[config.mk]
export PLATFORM = sky130hd
export DESIGN_NAME = registerFile
export DESIGN_NICKNAME = d
export VERILOG_FILES = /design/src/riscvPkg.sv /design/src/registerFile.sv
export SDC_FILE = /design/constraint.sdc
export NUM_CORES = 2
export LEC_CHECK = 0
export BUFFER_PORTS_ARGS = -buffer_cell sky130_fd_sc_hd__buf_2
export CORE_AREA = 4 4 306 308
export DETAILED_ROUTE_END_ITERATION = 6
export DIE_AREA = 0 0 310 312
export PLACE_DENSITY_LB_ADDON = 0.15
export SYNTH_ARGS = -nofsm -noshare
export SYNTH_HDL_FRONTEND = slang
export SYNTH_SLANG_ARGS = --single-unit
[constraint.sdc]
create_clock -name clk -period 4.8 [get_ports clk]
set_clock_uncertainty 0.2 [all_clocks]
set_input_delay 0.48 -clock clk [delete_from_list [all_inputs] [get_ports clk]]
set_output_delay 0.48 -clock clk [all_outputs]
set_load 0.01 [all_outputs]
[src/riscvPkg.sv]
package riscvPkg;

    // Datapath and register index widths
    localparam int dataWidth = 32;
    localparam int regAddrWidth = 5;

    // Writeback result source
    // Order follows the result mux inputs
    typedef enum logic [2:0] {
        resultAlu      = 3'd0,
        resultPcTarget = 3'd1,
        resultPcPlus4  = 3'd2,
        resultImm      = 3'd3,
        resultMemData  = 3'd4
    } resultSrcT;

    // Load/store width, encoded as funct3
    typedef enum logic [2:0] {
        widthByte  = 3'b000,
        widthHalf  = 3'b001,
        widthWord  = 3'b010,
        widthByteU = 3'b100,
        widthHalfU = 3'b101
    } memWidthT;

    // Execute to memory bundle
    typedef struct packed {
        // Also the data memory byte address
        logic [dataWidth-1:0]    aluResult;
        // Store data, unshifted
        logic [dataWidth-1:0]    writeData;
        logic [dataWidth-1:0]    pcTarget;
        logic [dataWidth-1:0]    pcPlus4;
        logic [dataWidth-1:0]    immExt;
        logic [regAddrWidth-1:0] rd;
        resultSrcT               resultSrc;
        memWidthT                memWidth;
        logic                    memWrite;
        logic                    regWrite;
    } exMemT;

    // Memory to writeback bundle
    // Field order matches the 169-bit writeback register
    typedef struct packed {
        logic [dataWidth-1:0]    aluResult;
        // Load data after byte/half extraction and extension
        logic [dataWidth-1:0]    reducedData;
        logic [dataWidth-1:0]    pcTarget;
        logic [dataWidth-1:0]    pcPlus4;
        logic [dataWidth-1:0]    immExt;
        logic [regAddrWidth-1:0] rd;
        resultSrcT               resultSrc;
        logic                    regWrite;
    } memWbT;

endpackage

[src/registerFile.sv]
`timescale 1ns/1ps

module registerFile (
    input  logic                              clk,
    input  logic                              rstN,
    input  logic                              writeEn,
    input  logic [riscvPkg::regAddrWidth-1:0] writeAddr,
    input  logic [riscvPkg::dataWidth-1:0]    writeData,
    input  logic [riscvPkg::regAddrWidth-1:0] rs1,
    input  logic [riscvPkg::regAddrWidth-1:0] rs2,
    output logic [riscvPkg::dataWidth-1:0]    rd1,
    output logic [riscvPkg::dataWidth-1:0]    rd2
);

    // One entry per architectural register
    localparam int numRegs = 2 ** riscvPkg::regAddrWidth;

    logic [riscvPkg::dataWidth-1:0] regs [numRegs];

    // Single write port
    // Entry 0 is never written after reset
    always_ff @(posedge clk) begin
        if (!rstN) begin
            for (int i = 0; i < numRegs; i++) begin
                regs[i] <= '0;
            end
        end else if (writeEn && (writeAddr != '0)) begin
            regs[writeAddr] <= writeData;
        end
    end

    // Combinational reads
    // No bypass of a same-cycle write
    always_comb begin
        if (rs1 == '0) begin
            rd1 = '0;
        end else begin
            rd1 = regs[rs1];
        end
    end

    always_comb begin
        if (rs2 == '0) begin
            rd2 = '0;
        end else begin
            rd2 = regs[rs2];
        end
    end

    // x0 hardwired to zero across all writes
    aZeroReg: assert property (@(posedge clk) disable iff (!rstN)
        regs[0] == '0)
        else $error("registerFile: x0 holds %h", regs[0]);

endmodule

# Word level (Yosys, flattened, before mapping)
# Memory sizes are Yosys's and may differ from the RTL's.
# Cells that the tools add are included.
# word_totals
mem_bits_rw	1024
mem_count	1
ff_bits	0
out_inout_bits	64
# op_classes
muxes	9
n_reduce_logical	5
# memory_table
memory	words	word_bits	rd	rd_clocked_by_memory_dff	wr	line	rtl
regs	32	32	2	0	32	registerFile.sv:18	logic [riscvPkg::dataWidth-1:0] regs [numRegs];
# op_table
cell	n
32-bit 2-to-1 mux	3
32-bit OR reduction	1
5-bit logical NOT	2
1-bit 2-to-1 mux	5
5-bit 2-to-1 mux	1
5-bit nonzero test	1
1-bit logical AND	1

# Depth between registers and ports, before layout
# logic_depth
ltp_word	7
mapped_depth	9
depth_no_buf	4

# Worst setup path before layout
# No wires, ideal clock.
# synth_path
path_kind	in2reg
from	input port rstN
to	memory regs[24][0] (netlist bit) (enable)
setup_time_ps	466
required_ps	4134
stages	5
setup_slack_ps	584
path_buffers	2
arrival_time_ps	3550
cell_sequence	buf_2 nand2_1 or3_1 clkbuf_1 o21ai_0
# synth_rtl
element	line	rtl
start: declaration	registerFile.sv:5	input logic rstN,
end: declaration	registerFile.sv:18	

# Worst setup path in the final report
# layout_path
from	input port rs1[3] (netlist bit)
to	output port rd1[15] (netlist bit)
# layout_between
elab_chain_len	2
word_cells_on_any_way	3
cone_classes	mux (1); reduce/logical (1); memory (1)
# layout_rtl
element	line	rtl
start: declaration	registerFile.sv:9	input logic [riscvPkg::regAddrWidth-1:0] rs1,
memory read 32 x 32 bit or 5-bit logical NOT (tied branches)	n/a	
32-bit 2-to-1 mux (*)	registerFile.sv:35	if (rs1 == '0) begin
end: declaration	registerFile.sv:11	output logic [riscvPkg::dataWidth-1:0] rd1,
# Every way passes the cells marked *; elsewhere a longest branch is shown, timed or not.

==> results.sh <==
export IMPL_seq_area_frac_synth_pct=56.7
export IMPL_synth_async_sr_flop_share_pct=0
export IMPL_io_buffers=113
export IMPL_period_share_pct=85.7
export IMPL_crit_path_max_fanout=27
export IMPL_cp_end_kind="primary output"
export IMPL_fin_nets=3591
export IMPL_min_delay_start="writeData[17]"
export IMPL_fmaxAchievable_mhz=243
export IMPL_clock_power_share_pct=38.4
export IMPL_place_hpwl_um=105000
export IMPL_clockBufferDepth=3
export IMPL_start_util_pct=59.5
export IMPL_grt_pass1_wl_um=248000
export IMPL_p_per_area_nw_per_um2=358
export IMPL_wl_per_cell_um=36.1
export IMPL_startpoint_type="primary input"
export IMPL_fin_tns_setup_ns=0
export IMPL_status="finished, final reports clean"
export IMPL_io_pins=114
export IMPL_met1_usage_pct=47.3
export IMPL_synth_ff_type="edfxtp_1"
export IMPL_numCtsBuffers=106
export IMPL_ys_types=45
export IMPL_fp_dieH_um=312
export IMPL_top_regs="regs (1024)"
export IMPL_ir_drop_v=0.000299
export IMPL_leakage_nw=20.7
export IMPL_clk_pin_slew_ns=0.07
export IMPL_die_area_um2=96700
export IMPL_rows=111
export IMPL_switchingPower_mw=5.29
export IMPL_die_w_um=310
export IMPL_hold_path_class="in2reg"
export IMPL_use_met3_pct=8.99
export IMPL_total_power_mw=21.5
export IMPL_synth_edf_count=1024
export IMPL_routed_via_density=7.19
export IMPL_worst_pin_slew_ns=1.00
export IMPL_synth_top_area_cell="edfxtp_1"
export IMPL_gr_total_overflow=0
export IMPL_area_delta_synth_final_pct=10.8
export IMPL_finalHoldViolCount=0
export IMPL_grt_max_degree=67
export IMPL_stdcell_count=4826
export IMPL_netlist_instances=3507
export IMPL_top_register="regs"
export IMPL_root_buffer="clkbuf_16"
export IMPL_cts_htree_levels=3
export IMPL_synth_area_top_cells="edfxtp_1 57%, mux4_2 20%, and2_1 11%"
export IMPL_setup_slack_ns=0.686
export IMPL_top_usage_layer="met2"
export IMPL_cts_tree="yes"
export IMPL_min_to="regs[13][17]"
export IMPL_setup_viol=0
export IMPL_grt_pass1_vias=35700
export IMPL_period_needed_ns=4.11
export IMPL_combinationalPowerShare_pct=12.2
export IMPL_antenna_found_initial=11
export IMPL_ant_nets=0
export IMPL_drc=0
export IMPL_place_inst=4619
export IMPL_drive_gt1_share_pct=27.8
export IMPL_grt_usage_pct=36.2
export IMPL_gp_congestion=0.996
export IMPL_internal_power_mw=16.2
export IMPL_dp_slack_ns=0.822
export IMPL_grt_setup_unrepaired="no"
export IMPL_clock_sinks=1024
export IMPL_swShare_pct=24.6
export IMPL_wirelength_um=174000
export IMPL_drt_iter0_markers=5203
export IMPL_first_pass_iters=6
export IMPL_synthesis_yosys_warnings=0
export IMPL_slew_headroom_pct=33.0
export IMPL_ys_seq_elements=1024
export IMPL_worstPathArrival_ns=3.43
export IMPL_synthesis_area_um2=54200
export IMPL_maxSlewViolCount=0
export IMPL_path_class="in2out"
export IMPL_core_area_um2=91100
export IMPL_post_cts_buffers=0
export IMPL_drv_cap=0
export IMPL_crit_required_ns=4.12
export IMPL_holdPathStages=2
export IMPL_yosysTopAreaCellShare_pct=56.7
export IMPL_seq_power_share_pct=49.4
export IMPL_postLayoutCoreUtil_pct=65.9
export IMPL_grtUsageMet2_pct=56.6
export IMPL_post_cts_resized=0
export IMPL_vias=34700
export IMPL_largest_register_ffs=1024
export IMPL_ctsHoldBuffers=0
export IMPL_syn_area_per_cell_um2=15.5
-- cells in the final DEF, fill, tap and decap left out, types with 4 or more instances in the layout --
| cell type | synthesis | final |
|---|---|---|
| a21oi_1 | 12 | 12 |
| o22ai_1 | 103 | 103 |
| edfxtp_1 | 1024 | 1024 |
| and2_1 | 995 | 994 |
| a221oi_1 | 4 | 4 |
| clkbuf_1 | 274 | 18 |
| bufinv_16 | 0 | 12 |
| mux2_2 | 30 | 30 |
| o21ai_4 | 0 | 31 |
| nand2_1 | 9 | 9 |
| buf_4 | 45 | 152 |
| nor4_1 | 5 | 5 |
| clkinvlp_4 | 0 | 6 |
| nor2_2 | 0 | 31 |
| nor2_1 | 37 | 5 |
| conb_1 | 1 | 32 |
| nand2b_1 | 5 | 5 |
| buf_2 | 31 | 107 |
| nand3_1 | 5 | 5 |
| mux4_2 | 472 | 472 |
| clkinv_2 | 0 | 18 |
| nor3_1 | 54 | 54 |
| nand3b_1 | 5 | 5 |
| mux2i_1 | 150 | 150 |
| clkbuf_16 | 0 | 109 |
| diode_2 | 0 | 14 |
| clkinv_1 | 0 | 25 |
| nor2b_1 | 14 | 12 |
| a2111oi_1 | 32 | 32 |
| a22oi_1 | 16 | 16 |
| a22o_1 | 51 | 51 |
| a32o_1 | 4 | 4 |
| a211oi_1 | 7 | 7 |
| a2111oi_0 | 23 | 23 |
| buf_12 | 0 | 20 |
| o21ai_0 | 35 | 4 |
-- layout make-up --
type	count	area, µm²
fillers	6203	31000
multi-input cells	2122	22200
well taps	1186	1480
inverters	3	11.3
clock buffers	127	2800
diodes	14	35.0
flip-flops and latches	1024	30700
repair buffers	284	2140
clock inverters	66	638
-- per-stage QoR --
step	hold slack [ns]	cell area, µm²
global placement	0.891	56600
floorplan	0.478	54300
CTS	0.161	60000
finish	0.205	60100
detailed placement	0.896	56600
global route	0.229	60000
-- how the worst max path moves through the flow --
stage | slack, ns | startpoint | to | cells after the start
6_report | 0.69 | rs1[3] | rd1[15] | 9
5_1_grt | 0.60 | rs1[3] | rd1[15] | 9
4_1_cts | 0.81 | rs1[3] | rd1[15] | 9
3_5_place_dp | 0.82 | rs1[3] | rd1[15] | 9
3_3_place_gp | 0.89 | rs1[0] | rd1[3] | 7
2_1_floorplan | 0.58 | rstN | regs[24][0] | 5
-- kinds of logic (layout without fill, tap and decap cells) --
group | after synthesis | count (layout) | share of synthesized area [%]
simple gates | 1148 | 1148 | 13.0
compound gates | 290 | 290 | 3.92
flops | 1024 | 1024 | 56.7
mux | 652 | 652 | 23.0
other cells | 1 | 46 | 0.00691
buf+inv | 392 | 480 | 3.41
-- power by group through the flow --
stage               Clock [mW]  Sequential (mW)  Combinational (mW)
CTS                       8.30             10.6                2.57
finish                    8.27             10.6                2.62
global placement             0             10.7                2.53
floorplan                    0             10.7                1.62
global route              8.66             10.6                2.70
detailed placement           0             10.8                2.57
-- worst max-delay path, stage by stage --
cell and delay (ns):
buf_2 0.13, buf_4 0.36, and2_2 0.72, buf_12 0.33, a22o_1 0.19, a2111oi_1 0.06, buf_4 0.22, nor3_1 0.65
buf_2 0.26
-- synth_stat cells (all sizes together) (6+ instances only) --
master	count
a2111oi	55
mux2	30
o22ai	103
a22o	51
mux2i	150
a22oi	16
nor4	6
clkbuf	276
buf	113
nor2b	14
mux4	472
and2	995
nor2	37
edfxtp	1024
nand2	9
a211oi	7
a21oi	12
o21ai	35
nor3	54
-- layer usage --
layer	up-vias	wire, µm
met5	-	55
met4	8	11200
met3	588	20300
met2	2625	82400
met1	17800	60400
li1	13700	-
Note: power is estimated with default switching activity, not from simulation.
