==> src/riscvPkg.sv <==
package riscvPkg;

    // Datapath and register index widths
    localparam int dataWidth = 32;
    localparam int regAddrWidth = 5;

    // Writeback result source
    // Order follows the result mux inputs
    typedef enum logic [2:0] {
        resultAlu      = 3'd0,
        resultPcTarget = 3'd1,
        resultPcPlus4  = 3'd2,
        resultImm      = 3'd3,
        resultMemData  = 3'd4
    } resultSrcT;

    // Load/store width, encoded as funct3
    typedef enum logic [2:0] {
        widthByte  = 3'b000,
        widthHalf  = 3'b001,
        widthWord  = 3'b010,
        widthByteU = 3'b100,
        widthHalfU = 3'b101
    } memWidthT;

    // Execute to memory bundle
    typedef struct packed {
        // Also the data memory byte address
        logic [dataWidth-1:0]    aluResult;
        // Store data, unshifted
        logic [dataWidth-1:0]    writeData;
        logic [dataWidth-1:0]    pcTarget;
        logic [dataWidth-1:0]    pcPlus4;
        logic [dataWidth-1:0]    immExt;
        logic [regAddrWidth-1:0] rd;
        resultSrcT               resultSrc;
        memWidthT                memWidth;
        logic                    memWrite;
        logic                    regWrite;
    } exMemT;

    // Memory to writeback bundle
    // Field order matches the 169-bit writeback register
    typedef struct packed {
        logic [dataWidth-1:0]    aluResult;
        // Load data after byte/half extraction and extension
        logic [dataWidth-1:0]    reducedData;
        logic [dataWidth-1:0]    pcTarget;
        logic [dataWidth-1:0]    pcPlus4;
        logic [dataWidth-1:0]    immExt;
        logic [regAddrWidth-1:0] rd;
        resultSrcT               resultSrc;
        logic                    regWrite;
    } memWbT;

endpackage

==> src/writebackStage.sv <==
`timescale 1ns/1ps

module writebackStage (
    input  logic                              clk,
    input  logic                              rstN,
    input  logic                              stallW,
    input  riscvPkg::memWbT                   memWb,
    output logic [riscvPkg::dataWidth-1:0]    resultW,
    output logic [riscvPkg::regAddrWidth-1:0] rdW,
    output logic                              regWriteW
);

    // Memory to writeback register
    riscvPkg::memWbT wbReg;

    // Holds while stallW is high
    always_ff @(posedge clk) begin
        if (!rstN) begin
            wbReg <= '0;
        end else if (!stallW) begin
            wbReg <= memWb;
        end
    end

    // Five-way result select
    always_comb begin
        case (wbReg.resultSrc)
            riscvPkg::resultAlu: begin
                resultW = wbReg.aluResult;
            end
            riscvPkg::resultPcTarget: begin
                resultW = wbReg.pcTarget;
            end
            riscvPkg::resultPcPlus4: begin
                resultW = wbReg.pcPlus4;
            end
            riscvPkg::resultImm: begin
                resultW = wbReg.immExt;
            end
            riscvPkg::resultMemData: begin
                resultW = wbReg.reducedData;
            end
            // Unused encodings
            default: begin
                resultW = '0;
            end
        endcase
    end

    // Register file write port
    assign rdW       = wbReg.rd;
    assign regWriteW = wbReg.regWrite;

    // Illegal source would silently write zero to a register
    aSrcDefined: assert property (@(posedge clk) disable iff (!rstN)
        regWriteW |-> (wbReg.resultSrc inside {
            riscvPkg::resultAlu,
            riscvPkg::resultPcTarget,
            riscvPkg::resultPcPlus4,
            riscvPkg::resultImm,
            riscvPkg::resultMemData
        }))
        else $error("writebackStage: undefined resultSrc %0d", wbReg.resultSrc);

endmodule

==> config.mk <==
export PLATFORM = sky130hd
export DESIGN_NAME = writebackStage
export DESIGN_NICKNAME = d
export VERILOG_FILES = /design/src/riscvPkg.sv /design/src/writebackStage.sv
export SDC_FILE = /design/constraint.sdc
export NUM_CORES = 1
export LEC_CHECK = 0
export BUFFER_PORTS_ARGS = -buffer_cell sky130_fd_sc_hd__clkbuf_2
export CORE_ASPECT_RATIO = 1.1
export CORE_UTILIZATION = 45
export DETAILED_ROUTE_END_ITERATION = 7
export PLACE_DENSITY = 0.75
export SLEW_MARGIN = 20
export SYNTH_ARGS = -nofsm -noshare
export SYNTH_HDL_FRONTEND = slang
export SYNTH_SLANG_ARGS = --single-unit
==> constraint.sdc <==
create_clock -name clk -period 1.7 [get_ports clk]
set_input_delay 0.34 -clock clk [delete_from_list [all_inputs] [get_ports clk]]
set_output_delay 0.34 -clock clk [all_outputs]
set_load 0.005 [all_outputs]
After elaboration in Yosys (flattened, before gate mapping)
Cells that the tools add are included.
{ "word_totals": {"ff_bits": 169, "latch_bits": 0, "ramBits": 0, "rom_bits": 0, "in_bits": 172, "output_inout_bits": 38, "word_cells": 14, "mem_count": 0} }
{ "op_classes": {"n_addsub": 0, "mul": 0, "div_mod_pow": 0, "magnitude_cmp": 0, "n_eq_ne": 4, "n_shift": 0, "n_mux": 1, "bitwise_logic": 0, "reduce_logical": 1} }
{ "op_table": {"columns": ["op", "n"], "rows": [
  ["case mux 32 bit (5 select lines)", 1],
  ["equality test 3 x 2 -> 1 bit (second input constant)", 2],
  ["equality test 3 x 1 -> 1 bit (second input constant)", 1],
  ["equality test 3 bit (second input constant)", 1],
  ["zero test 3 bit", 1]
]} }

Logic depth before layout (Yosys ltp)
Gate-level depths: netlist of the first run.
{ "logic_depth": {"ltp_word": 2, "mapped_depth": 5, "ltp_nobuf": 3} }

Worst setup path after synthesis of the first run
Ideal clock, no wire load.
{ "synth_path": {"kind": "flip-flop to output port", "startpoint": "register wbReg[2] (netlist name)", "endpoint": "output port resultW[10] (netlist name)", "arrival_time_ns": 1.220, "required_time_ns": 1.360, "setup_slack_ns": 0.140, "stages_incl_launch_ff": 6, "path_buffers": 2, "cell_sequence": "dfxtp_1 buf_6 buf_6 mux2i_1 o2bb2ai_2 a221o_1"} }
{ "synth_between": {"elab_chain_cells": 2, "word_cells_on_any_way": 6, "cone_classes": "eq/ne: 4; mux: 1; reduce/logical: 1"} }
{ "synth_lines": {"columns": ["element", "line", "rtl"], "rows": [
  ["start: declaration", "writebackStage.sv:14", "riscvPkg::memWbT wbReg;"],
  ["start signal: assignment", "writebackStage.sv:21", "wbReg <= memWb;"],
  ["equality test 3 bit, or another cell as far along", "writebackStage.sv:27", "case (wbReg.resultSrc)"],
  ["case mux 32 bit (5 select lines) *", "writebackStage.sv:27", null],
  ["end: declaration", "writebackStage.sv:8", "output logic [riscvPkg::dataWidth-1:0] resultW,"]
]} }
Every way passes the cells marked *; elsewhere a longest branch is shown, timed or not.

Worst setup path after layout of the first run
{ "layout_path": {"startpoint": "register wbReg[2] (netlist name)", "endpoint": "output port resultW[20] (netlist name)"} }
Same word-level chain as after synthesis.

==> reports/qor.txt, run 1 <==
clk_lat worst skew: 0.42 ns
PD cells: 962 nW/um2
first-pass GRT wire length: 27800 um
Hold Path Stages: 3
global route hottest layer: met2
clock root buffer: clkbuf_16
Synth Instances: 670
crit-path max cell delay: 0.40 ns
Area contributors post-synth: dfxtp_1 (44%), mux2i_1 (26%), nor2b_1 (14%)
fin crit share: 126%
Die X: 127 um
Setup crit start kind: register
clock sink count: 169
Setup Skew: 0 ns
Max Freq: 0.466 GHz
DP HPWL: 12400 um
Mean Syn Cell Area: 11.5 um2
CTS tree: yes
share of cells above drive strength 1: 35.0%
delay-heaviest family, CP: buffers and inverters
hold slack: 0.168 ns
crit path cell chain: buf_6 > nor3b_4 > buf_12 > buf_12 > o2bb2ai_2 > a221o_1 > buf_2
Antenna Cells: 0
syn nets: 842
Post-Syn Area: 7680 um2
Arr. time, crit path: 1.80 ns
DRT Wirelength: 17600 um
DRC Markers: 0
reg-to-reg slack, setup: 0.82 ns
dpl cell area: 8970 um2
Pwr Total: 9.37 mW
Final Hold Viols: 0
Crit-path slowest cell: dfxtp_4
clk buf depth: 2
HP Start: memWb[66]
top-count cell post-synth: mux2i_1
Worst slew margin: 80.1%
Hold Path End: wbReg[66]
EDFF count, synth: 0
clock slew at reported path FFs: 0.06 ns
core area: 16500 um2
Critical Path RT: 1.36 ns
RSZ-0062 raised after global routing: yes
kind of critical path: reg -> out
endpoint class of the critical path: output port
post-route ant nets: 0
Starting DRT DRC Count: 265
Slew Viols, Final: 0
Top Ports: 210
Critical R2R Launch: wbReg[2]
Nets: 1040
Max H-tree Level: 4
met1 GRT Util: 25.1%
initial antenna violation count: 0
vias per std cell: 5.03
Leakage: 4.40 nW
hold crit path type: in -> reg
Die ar.: 17600 um2
commonest cells in the netlist: mux2i_1 (201), dfxtp_1 (169), nor2b_1 (169)
# hold bufs at CTS: 0
Worst IR Drop VDD: 0.642 mV
drt wl/cell: 16.2 um
largest net degree at the start of global routing: 86
global placement routability congestion: 0.753
MaxCap Viol Count: 0
synth warn: 0
WP buf/inv: 4
vias in the first global route: 5544
violated checks: negative setup slack
largest area contributor in the synthesized netlist: dfxtp_1
worst reg2reg path depth: 3
die height: 139 um
fin worst setup slack: -0.444 ns
Main synth FF type: dfxtp_1
TritonCTS buffer count: 17
Slew @ Worst Pin: 0.298 ns
min cycle time layout: 2.14 ns
Overflow after GRT: 0
Non-Filler Instances: 1083
Yosys top cell area share: 44.1%
met3 usage: 5.52%
final setup vio count: 32
Critical Path Most Common Cell: buf_12
Seq/Total Area, Yosys: 44.1%
Area Overhead vs Synth: 26.9%
Yosys reg bits: 169
met2 Track Usage GR: 33.0%
post-route cell area: 9750 um2
initial core utilization: 46.6%
Critical Path Fanout Max: 8
vias post-DR: 5446
gr usage total: 20.0%
Pre-antenna DRT Iters: 4
ys async rst share: 0%
Netlist cell types: 21
setup_tns: -12.93 ns
IO Port Bufs: 209
outcome: finished with violations
Rows: 49
reg-to-reg critical path endpoint: wbReg[2]
Post-Place Cells: 1050
cells in the final DEF, fill, tap and decap left out, drive strengths merged:
cell	netlist	final
o2bb2ai	30	30
nand2b	1	1
nor3	2	2
buf	41	34
nor2b	169	169
nor3b	2	2
inv	1	1
bufinv	0	2
nor2	1	1
or3	1	1
dfxtp	169	169
a221o	30	30
clkinv	0	4
mux2i	201	201
o21ai	1	1
mux4	1	1
clkinvlp	0	2
nor4bb	1	1
clkbuf	18	226
nand2	1	1
cells by family (layout without fill, tap and decap cells):
kind of cell / after synthesis / count (layout) / share of synthesized area [%]
muxes: 202 / 202 / 26.5
buffers and inverters: 60 / 269 / 4.97
and+or+nand+nor: 178 / 178 / 14.7
DFF: 169 / 169 / 44.1
AOI/OAI and AO/OA: 61 / 61 / 9.76
flip-flops by register name, indices dropped and copies added (netlist names):
signal and flops:
regWriteW 1, rdW 5, wbReg 163
power breakdown:
group	total, mW	switching (mW)	internal, mW
clock network	3.70	1.52	2.18
logic	1.33	0.598	0.732
registers	4.34	0.144	4.20
tightest hold or removal path, delay by kind of cell:
family,cells,cell delay [ns]
mux,1,0.05
simple gates,1,0.09
buf+inv,1,0.07
metal layers:
| layer | routed length [um] | vias to the layer above |
|---|---|---|
| met5 | 0 | - |
| met4 | 251 | 0 |
| met3 | 912 | 17 |
| met2 | 8200 | 145 |
| met1 | 8200 | 2537 |
| li1 | - | 2747 |
cell type report:
type,instances,area [um2]
multi-input combinational,441,4030
clock inverter,8,98.8
timing repair buffer,238,1520
tap,204,255
inverter,1,3.75
fill,1420,6750
clock buffer,22,454
sequential,169,3390
worst max path at each step:
stage / startpoint / cells past startpoint / slack [ns] / endpoint
after global placement: wbReg[2] / 5 / -0.004 / resultW[6]
after global routing: wbReg[2] / 7 / -0.51 / resultW[20]
after floorplan: wbReg[2] / 5 / 0.14 / resultW[10]
after detailed placement: wbReg[2] / 6 / -0.07 / resultW[15]
final: wbReg[2] / 7 / -0.44 / resultW[20]
after CTS: wbReg[2] / 5 / -0.45 / resultW[31]
timing repair:
| item | in CTS | in global routing |
|---|---|---|
| gates cloned | 1 | 1 |
| pin swaps | 3 | 3 |
| resized for setup | 22 | 17 |
| setup endpoints to repair | 32 | 32 |
| setup buffers | 1 | 1 |
stage by stage:
stage	utilization (%)	setup WS [ns]
floorplan	-	0.140
global placement	54.4	-0.00442
detailed placement	54.4	-0.0683
CTS	58.3	-0.452
global route	59.1	-0.512
finish	59.1	-0.444
Note: power is estimated with default switching activity, not from simulation.
==> run 2, diff against run 1 <==
CTS_BUF_LIST = sky130_fd_sc_hd__clkbuf_4 sky130_fd_sc_hd__clkbuf_8   (was not set)
==> reports/qor.txt, run 2 (synthesis gave the netlist of run 1 again) <==
Overflow after GRT: 0
hold crit path type: in -> reg
clk_lat worst skew: 0.44 ns
crit path cell chain: buf_6 > nor3b_4 > buf_12 > buf_8 > o2bb2ai_2 > a221o_1 > clkbuf_2
Arr. time, crit path: 1.82 ns
Nets: 1040
DRT Wirelength: 17600 um
DP HPWL: 12400 um
endpoint class of the critical path: output port
met1 GRT Util: 25.5%
drt wl/cell: 16.3 um
violated checks: negative setup slack
initial core utilization: 46.6%
setup_tns: -13.71 ns
final setup vio count: 32
Final Hold Viols: 0
Setup crit start kind: register
RSZ-0062 raised after global routing: yes
initial antenna violation count: 0
met3 usage: 5.32%
most common cell after layout, fill and taps aside: clkbuf_2
Slew @ Worst Pin: 0.301 ns
CTS tree: yes
outcome: finished with violations
clock slew at reported path FFs: 0.09 ns
Critical Path Fanout Max: 5
vias per std cell: 5.04
largest net degree at the start of global routing: 86
pre-CTS setup slack: -0.0683 ns
DRC Markers: 0
sequential standard cell area: 3390 um2
Rows: 49
vias in the first global route: 5472
WP buf/inv: 4
flip-flop count of the largest register after layout: 163
Slew Viols, Final: 0
MaxCap Viol Count: 0
fin worst setup slack: -0.465 ns
largest register by flop count: wbReg
Worst slew margin: 80.0%
share of cells above drive strength 1: 35.5%
Die X: 127 um
Setup Skew: 0 ns
met2 Track Usage GR: 32.9%
Max H-tree Level: 4
delay-heaviest family, CP: buffers and inverters
Top Ports: 210
crit-path max cell delay: 0.38 ns
PD cells: 884 nW/um2
Crit-path slowest cell: dfxtp_4
post-route ant nets: 0
combinational power share: 15.7%
Die ar.: 17600 um2
global placement routability congestion: 0.753
die height: 139 um
clk buf depth: 2
Psw: 2.14 mW
Critical Path RT: 1.36 ns
Filler Cells Inserted: 1419
Pre-antenna DRT Iters: 4
sequential share of power: 51.3%
IO Port Bufs: 209
clock root buffer: clkbuf_8
Starting DRT DRC Count: 259
most frequent cells in the layout: clkbuf_2 (202), mux2i_1 (196), nor2b_1 (169), dfxtp_1 (167), a221o_1 (30)
Antenna Cells: 0
# hold bufs at CTS: 0
vias post-DR: 5463
Leakage: 4.32 nW
Worst IR Drop VDD: 0.477 mV
Multi-input gate area: 4030 um2
TritonCTS buffer count: 17
gr usage total: 20.0%
clock sink count: 169
min cycle time layout: 2.16 ns
Cell Int Power: 6.31 mW
clock power share: 33.0%
kind of critical path: reg -> out
first-pass GRT wire length: 27800 um
global route hottest layer: met2
Area Overhead vs Synth: 24.5%
Net Sw Frac: 25.3%
fin crit share: 127%
core area: 16500 um2
Max Freq: 0.462 GHz
## run 2: cell count changes in the layout (fill, tap and decap cells not counted), sizes merged
cell,previous run,this run
clkbuf,226,225
buf,34,35
## run 2: power by group through the flow
stage	clock network [mW]	registers (mW)	logic, mW
floorplan	0	4.38	0.826
global placement	0	4.42	1.26
detailed placement	0	4.42	1.28
CTS	2.86	4.33	1.32
global route	3.01	4.37	1.44
finish	2.79	4.34	1.33
## run 2: area by class of cell
type,instances,area share [%]
Timing Repair Buffer,238,15.8
Tap cell,204,2.67
Clock inverter,8,1.03
Multi-Input combinational cell,441,42.1
Sequential cell,169,35.4
Clock buffer,22,2.90
Inverter,1,0.0392
## run 2: layer usage
metal	wire length (um)	up-vias
li1	-	2747
met1	8260	2549
met2	8230	145
met3	885	22
met4	247	0
met5	0	-
## run 2: worst register-to-register path: cells and delay by family, from the launching register on
family | cells | cell delay [ns]
multiplexers | 1 | 0.15
AND/OR/NAND/NOR | 1 | 0.06
flip-flops | 1 | 0.38
buffers and inverters | 1 | 0.17
## run 2: per-stage QoR
step	std cells	instance area (um2)	util, %	hold WS, ns	total power, mW
global placement	1050	8970	54.4	0.489	5.68
floorplan	670	7680	-	0.477	5.21
finish	1083	9560	58.0	0.140	8.46
detailed placement	1050	8970	54.4	0.506	5.70
CTS	1084	9460	57.3	0.109	8.51
global route	1083	9560	58.0	0.118	8.82
## run 2: path summary, 6_finish.rpt
path / startpoint / end / slack (ns) / cells past startpoint
worst max register to register: wbReg[2] / wbReg[2] / 0.84 / 3
worst max-delay path: wbReg[2] / resultW[15] / -0.46 / 7
worst min register to register: wbReg[91] / wbReg[91] / 0.52 / 2
worst min-delay path: memWb[60] / wbReg[60] / 0.14 / 3
## run 2: timing repair
item,CTS,global route
cloned,2,0
setup endpoints to repair,32,32
endpoints found under the hold margin,0,0
pin swaps,3,4
gates resized for setup,15,26
buffers inserted,2,1
